`src/source/vdma_wr_pkg.sv`:
```
package vdma_wr_pkg;

    localparam int NUM_CH       = 4;
    localparam int BURST_LEN    = 16;
    localparam int DATA_W       = 256;
    localparam int ADDR_W       = 28;
    localparam int ADDR_STEP    = BURST_LEN * 8;     // 8 words of 32 bits per beat
    localparam int FRAME_OFFSET = 30000;             // second frame slot
    localparam int CH_OFFSET    = 2 * FRAME_OFFSET;  // one region holds both slots

    typedef logic [ADDR_W-1:0] addr_t;
    typedef logic [DATA_W-1:0] data_t;
    typedef logic [1:0]        ch_idx_t;
    typedef logic [NUM_CH-1:0] ch_mask_t;
    typedef logic [3:0]        beat_cnt_t;
    typedef logic [19:0]       line_ofs_t;           // offset within a frame slot

    // arbiter states
    typedef enum logic [1:0] {
        ST_PAUSE,
        ST_POLL,
        ST_ADDR,
        ST_DATA
    } arb_state_t;

    // aw channel, len/size/burst/id are fixed in the controller wrapper
    typedef struct packed {
        logic  awvalid;
        addr_t awaddr;
    } axi_aw_t;

    // w channel, full strobes assumed
    typedef struct packed {
        logic  wvalid;
        logic  wlast;
        data_t wdata;
    } axi_w_t;

endpackage

```
`src/source/wr_arb_fsm.sv`:
```
`timescale 1ns/1ps

module wr_arb_fsm import vdma_wr_pkg::*; (
    input  logic     clk,
    input  logic     rst,
    input  ch_mask_t ch_ready,
    input  addr_t    ch_addr [NUM_CH],
    input  logic     awready,
    input  logic     burst_done,
    input  logic     pause_req,
    output axi_aw_t  aw,
    output ch_mask_t aw_accept,
    output ch_idx_t  cur_ch,
    output logic     data_phase,
    output logic     pause_ack
);

    arb_state_t state;
    arb_state_t state_nxt;
    addr_t      awaddr_q;
    logic       aw_fire;

    function automatic ch_idx_t next_ch(input ch_idx_t ch);
        if (ch == ch_idx_t'(NUM_CH - 1)) begin
            return '0;
        end
        return ch + 1'b1;
    endfunction

    always_comb begin
        state_nxt = state;
        case (state)
            ST_POLL: begin
                if (pause_req) begin
                    state_nxt = ST_PAUSE;   // stop between bursts
                end else if (ch_ready[cur_ch]) begin
                    state_nxt = ST_ADDR;
                end
            end
            ST_ADDR: begin
                if (awready) begin
                    state_nxt = ST_DATA;
                end
            end
            ST_DATA: begin
                if (burst_done) begin
                    state_nxt = pause_req ? ST_PAUSE : ST_POLL;
                end
            end
            ST_PAUSE: begin
                if (!pause_req) begin
                    state_nxt = ST_POLL;
                end
            end
            default: state_nxt = ST_POLL;
        endcase
    end

    always_ff @(posedge clk or negedge rst) begin
        if (!rst) begin
            state <= ST_POLL;
        end else begin
            state <= state_nxt;
        end
    end

    // round-robin pointer, restarts at channel 0 after a pause
    always_ff @(posedge clk or negedge rst) begin
        if (!rst) begin
            cur_ch <= '0;
        end else begin
            case (state)
                ST_POLL: begin
                    if (!pause_req && !ch_ready[cur_ch]) begin
                        cur_ch <= next_ch(cur_ch);
                    end
                end
                ST_DATA: begin
                    if (burst_done && !pause_req) begin
                        cur_ch <= next_ch(cur_ch);
                    end
                end
                ST_PAUSE: begin
                    if (!pause_req) begin
                        cur_ch <= '0;
                    end
                end
                default: ;
            endcase
        end
    end

    always_ff @(posedge clk) begin
        if (state == ST_POLL && state_nxt == ST_ADDR) begin
            awaddr_q <= ch_addr[cur_ch];   // held until awready
        end
    end

    assign aw_fire    = (state == ST_ADDR) && awready;
    assign aw_accept  = aw_fire ? (ch_mask_t'(1'b1) << cur_ch) : '0;
    assign aw         = '{awvalid: (state == ST_ADDR), awaddr: awaddr_q};
    assign data_phase = (state == ST_DATA);
    assign pause_ack  = (state == ST_PAUSE);

endmodule

```
`src/source/beat_counter.sv`:
```
`timescale 1ns/1ps

module beat_counter import vdma_wr_pkg::*; (
    input  logic clk,
    input  logic rst,
    input  logic beat_fire,
    output logic last_beat,
    output logic burst_done
);

    beat_cnt_t cnt;

    always_ff @(posedge clk or negedge rst) begin
        if (!rst) begin
            cnt <= '0;
        end else if (beat_fire) begin
            if (last_beat) begin
                cnt <= '0;
            end else begin
                cnt <= cnt + 1'b1;
            end
        end
    end

    // wlast level while the final beat waits for wready
    assign last_beat = (cnt == beat_cnt_t'(BURST_LEN - 1));

    // final beat accepted
    assign burst_done = beat_fire && last_beat;

endmodule

```
`src/source/chan_addr_gen.sv`:
```
`timescale 1ns/1ps

module chan_addr_gen import vdma_wr_pkg::*; #(
    parameter addr_t CH_BASE = '0
) (
    input  logic  clk,
    input  logic  rst,
    input  logic  vsync,
    input  logic  aw_accept,
    output addr_t addr
);

    logic      vs_sync;
    logic      vs_dly;
    logic      vs_rise;
    logic      frame_slot;
    line_ofs_t line_ofs;

    always_ff @(posedge clk or negedge rst) begin
        if (!rst) begin
            vs_sync <= 1'b0;
            vs_dly  <= 1'b0;
        end else begin
            vs_sync <= vsync;
            vs_dly  <= vs_sync;
        end
    end

    assign vs_rise = vs_sync && !vs_dly;

    // new frame goes to the other slot
    always_ff @(posedge clk or negedge rst) begin
        if (!rst) begin
            frame_slot <= 1'b0;
        end else if (vs_rise) begin
            frame_slot <= !frame_slot;
        end
    end

    always_ff @(posedge clk or negedge rst) begin
        if (!rst) begin
            line_ofs <= '0;
        end else if (vs_rise) begin
            line_ofs <= '0;                 // clear beats a same-cycle advance
        end else if (aw_accept) begin
            line_ofs <= line_ofs + line_ofs_t'(ADDR_STEP);
        end
    end

    assign addr = CH_BASE
                + (frame_slot ? addr_t'(FRAME_OFFSET) : addr_t'(0))
                + addr_t'(line_ofs);

endmodule

```
`src/source/write_data_path.sv`:
```
`timescale 1ns/1ps

module write_data_path import vdma_wr_pkg::*; (
    input  ch_idx_t  cur_ch,
    input  logic     data_phase,
    input  data_t    ch_data [NUM_CH],
    input  logic     wready,
    input  logic     last_beat,
    output axi_w_t   w,
    output ch_mask_t ch_rd_en,
    output logic     beat_fire
);

    assign beat_fire = data_phase && wready;

    // fwft buffers, so the head word is already on ch_data
    always_comb begin
        w.wvalid = data_phase;
        w.wlast  = data_phase && last_beat;
        w.wdata  = ch_data[cur_ch];
    end

    // pop only on an accepted beat, wdata holds through a stall
    always_comb begin
        ch_rd_en         = '0;
        ch_rd_en[cur_ch] = beat_fire;
    end

endmodule

```
`src/source/vdma_wr_top.sv`:
```
`timescale 1ns/1ps

module vdma_wr_top import vdma_wr_pkg::*; (
    input  logic     clk,
    input  logic     rst,
    input  ch_mask_t ch_ready,
    input  ch_mask_t ch_vsync,
    input  data_t    ch_data [NUM_CH],
    output ch_mask_t ch_rd_en,
    input  logic     pause_req,
    output logic     pause_ack,
    output axi_aw_t  aw,
    input  logic     awready,
    output axi_w_t   w,
    input  logic     wready,
    input  logic     bvalid,    // write response accepted and dropped
    output logic     bready
);

    addr_t    ch_addr [NUM_CH];
    ch_mask_t aw_accept;
    ch_idx_t  cur_ch;
    logic     data_phase;
    logic     beat_fire;
    logic     last_beat;
    logic     burst_done;

    wr_arb_fsm i_arb (
        .clk        (clk),
        .rst        (rst),
        .ch_ready   (ch_ready),
        .ch_addr    (ch_addr),
        .awready    (awready),
        .burst_done (burst_done),
        .pause_req  (pause_req),
        .aw         (aw),
        .aw_accept  (aw_accept),
        .cur_ch     (cur_ch),
        .data_phase (data_phase),
        .pause_ack  (pause_ack)
    );

    beat_counter i_beat (
        .clk        (clk),
        .rst        (rst),
        .beat_fire  (beat_fire),
        .last_beat  (last_beat),
        .burst_done (burst_done)
    );

    write_data_path i_wdp (
        .cur_ch     (cur_ch),
        .data_phase (data_phase),
        .ch_data    (ch_data),
        .wready     (wready),
        .last_beat  (last_beat),
        .w          (w),
        .ch_rd_en   (ch_rd_en),
        .beat_fire  (beat_fire)
    );

    // one address generator per channel region
    for (genvar i = 0; i < NUM_CH; i++) begin : g_ch
        chan_addr_gen #(
            .CH_BASE (addr_t'(i * CH_OFFSET))
        ) i_addr (
            .clk       (clk),
            .rst       (rst),
            .vsync     (ch_vsync[i]),
            .aw_accept (aw_accept[i]),
            .addr      (ch_addr[i])
        );
    end

    assign bready = 1'b1;

endmodule

```
`config.mk`:
```
export PLATFORM = sky130hd
export DESIGN_NAME = vdma_wr_top
export DESIGN_NICKNAME = d
export VERILOG_FILES = /design/src/source/vdma_wr_pkg.sv /design/src/source/wr_arb_fsm.sv /design/src/source/beat_counter.sv /design/src/source/chan_addr_gen.sv /design/src/source/write_data_path.sv /design/src/source/vdma_wr_top.sv
export SDC_FILE = /design/constraint.sdc
export NUM_CORES = 1
export LEC_CHECK = 0
export BUFFER_PORTS_ARGS = -buffer_cell sky130_fd_sc_hd__buf_2
export CAP_MARGIN = 15
export CORE_AREA = 2 2 517 519
export DETAILED_ROUTE_END_ITERATION = 6
export DIE_AREA = 0 0 519 521
export PLACE_DENSITY = 0.3
export SLEW_MARGIN = 30
export SYNTH_ARGS = -nofsm -noshare
export SYNTH_HDL_FRONTEND = slang
export SYNTH_HIERARCHICAL = 1
export SYNTH_SLANG_ARGS = --single-unit
```
`constraint.sdc`:
```
create_clock -name clk -period 4.2 [get_ports clk]
set_input_delay 0.42 -clock clk [delete_from_list [all_inputs] [get_ports clk]]
set_output_delay 0.42 -clock clk [all_outputs]
set_load 0.05 [all_outputs]
```
==> flow_summary.yaml <==
status:
  status: "finished, violations left"
  violations: "hold timing"
drt:
  final_antenna_net_count: 0
  finalWirelength_mm: 281
  drt_pass1_iterations: 6
  viasPerCell: 3.08
  vias: 19000
  drc: 0
  drt-initial-drc-count: 1659
  avgRoutedWirePerCell_microns: 45.8
logic_synthesis:
  yosys_warnings: 6
  synth_ff_type: "dfrtp_1"
  netlist_top_cells_area: "mux4_2, dfrtp_1, edfxtp_1"
  ys_ff_latch: 100
  synth_top_area_share_pct: 46.8
  synth_edf_count: 28
  synth.cell_area_sq_mm: 0.0137
  avgSynthCellArea_sq_um: 13.3
  yosys.cell_types.count: 87
  postSynth.asyncResetShare_pct: 72.0
  yosysSeqAreaShare_pct: 19.3
  ys_top_cells_by_count: "mux4_2, dfrtp_1, buf_4"
  yosysTopAreaCell: "mux4_2"
  yosysMostFrequentCell: "mux4_2"
  synth_cells: 1025
clocking:
  clock_sinks: 100
  clockBufferDepth: 2
  postCtsResizedCells: 0
  cts_tree: "yes"
  h-tree-depth: 3
  clkSlewWorstSetupHoldPaths_ns: 0.09
  cts-root-buf: "clkbuf_16"
  cts_hold_buf: 0
  cts_setup_buffers: 0
  insertion_delay_ns: 0.40
  cts_inserted_buffers: 9
pwr:
  irDropWorstVdd_v: 0.000445
  p_int_uw: 5800
  p_comb_share_pct: 87.2
  switchingPower_uw: 13400
  power_frac_seq_pct: 7.9
  pwr_density_cell_mw_per_mm2: 759
  total_power_uw: 19200
  switching_share_pct: 69.8
  pwr-share-clk_pct: 4.9
  p_leak_uw: 0.0103
floorplanning:
  io_pins: 1331
  core_area_sq_mm: 0.264
  start_util_pct: 5.17
  dieArea_sq_mm: 0.270
  rows: 189
  die_h_microns: 521
  dieWidth_microns: 519
layout:
  drive_above_1_share_pct: 73.8
  design_area_sq_mm: 0.0253
  utilization_pct: 9.57
  fill_cells: 31000
  layout.nets: 3398
  fin_cells: 6145
  area_growth_pct: 85.1
grt:
  grt_pass1_vias: 17000
  antenna_found_initial: 439
  overflow: 0
  grt_pass1_wl_mm: 319
  grt_usage_pct: 20.0
  grt_max_degree: 39
timing:
  rsz0062_at_grt: "false"
  period_share_pct: 82.7
  post-route-min-period_ns: 3.47
  slew_headroom_pct: 37.2
  finalSetupViolations: 0
  worst_pin_slew_ns: 0.941
  clock.fmax_mhz: 288
  hold_violations: 1
  finClkSkew_ns: 0.0195
  fin_tns_setup_ns: 0
  hold_slack_ns: -0.00707
  finalMaxSlewViolations: 0
placed_design:
  dpl_cell_area_sq_mm: 0.0242
  routabilityCongestion: 1.08
  dpl.hpwl_mm: 266
  placedCellCount: 5822
  io_buffers: 1328
worst_setup_path:
  r2r-end: "i_arb/awaddr_q[18]"
  startpoint_type: "flip-flop"
  cpMostUsedCell: "buf_4"
  endpoint_kind: "primary output"
  crit_type: "reg -> out"
  r2r_cells: 9
  r2r_slack_ns: 1.15
  worstSetupStartpoint: "i_arb/cur_ch[1]"
  worstPathMaxFanout: 27
  slowest_stage: "dfrtp_4"
  worstPathCellList: "buf_4 -> buf_4 -> mux4_2 -> buf_2"
  cp.arrival_ns: 3.05
  required_ns: 3.78
  r2r_start: "g_ch[3].i_addr/frame_slot"
  critPathBufInv: 3
  path_delay_family: "buffers and inverters"
  max_stage_delay_ns: 0.99
  worst-path-stages: 4
  crit_path_end: "w[253]"
job:
  cap_violations: 0
hold_path:
  hp-class: "in -> async"
## cell type report
cell class / instances / area, sq um / area share, %
diodes: 307 / 768 / 3.04
clock buffers: 9 / 225 / 0.890
clock inverters: 7 / 77.6 / 0.307
inverters: 52 / 195 / 0.772
multi-input cells: 774 / 9980 / 39.5
flip-flops and latches: 100 / 2650 / 10.5
well taps: 3533 / 4420 / 17.5
repair buffers: 1363 / 6970 / 27.6
## state kept, by name (all words and copies together), names as in the netlist
signal and count:
i_beat/cnt 4, g_ch.i_addr/vs_dly 4, g_ch.i_addr/line_ofs 52, g_ch.i_addr/frame_slot 4, i_arb/state 2, g_ch.i_addr/vs_sync 4
i_arb/cur_ch 2, i_arb/awaddr_q 28
## layout by cell type (no fill, tap or decap), drive strengths merged, types with 21 or more instances in the layout
cell	count
buf	1363
diode	307
mux4	284
dfrtp	71
ha	60
nor2	60
inv	55
xnor2	54
conb	47
nand2	33
xor2	30
edfxtp	28
a21oi	21
nand4	21
## per-stage QoR
step	worst slack [ns]	hold slack, ns
after floorplan	1.41	0.124
after global placement	1.09	0.362
after detailed placement	1.09	0.368
after CTS	0.619	0.0104
after global routing	0.590	0.0225
final	0.728	-0.00707
## layer usage
| metal | share of wire (%) | global-route usage [%] | vias to the layer above | routed length, microns |
|---|---|---|---|---|
| li1 | - | - | 6989 | - |
| met1 | 32 | 19.3 | 9377 | 90800 |
| met2 | 46 | 32.2 | 1804 | 129000 |
| met3 | 18 | 15.8 | 636 | 49300 |
| met4 | 4.1 | 6.90 | 146 | 11500 |
| met5 | 0.34 | 0 | - | 967 |
## kinds of logic after synthesis
family	share of synthesized area [%]
and+or+nand+nor	8.30
buffers and inverters	8.82
AOI/OAI and AO/OA	5.06
muxes	47.4
xor gates and xnor gates	5.38
DFF	19.3
adders and majority gates	5.49
other	0.165
## worst min-delay path by stage
| stage | from | to | depth (start not counted) |
|---|---|---|---|
| 2_1_floorplan | rst | g_ch[0].i_addr/frame_slot | 0 |
| 3_3_place_gp | g_ch[0].i_addr/vs_sync | g_ch[0].i_addr/vs_dly | 0 |
| 3_5_place_dp | g_ch[0].i_addr/vs_sync | g_ch[0].i_addr/vs_dly | 0 |
| 4_1_cts | rst | g_ch[3].i_addr/vs_sync | 1 |
| 5_1_grt | rst | g_ch[3].i_addr/vs_sync | 1 |
| 6_report | rst | g_ch[3].i_addr/vs_sync | 1 |
## power by group through the flow
stage | clock, uW | combinational, uW | sequential, uW
3_5_place_dp | 0 | 17100 | 1550
5_1_grt | 1040 | 17600 | 1540
4_1_cts | 1010 | 17200 | 1540
6_report | 948 | 16700 | 1510
3_3_place_gp | 0 | 17200 | 1550
2_1_floorplan | 0 | 9600 | 1350
(Power assumes the default switching activity.)
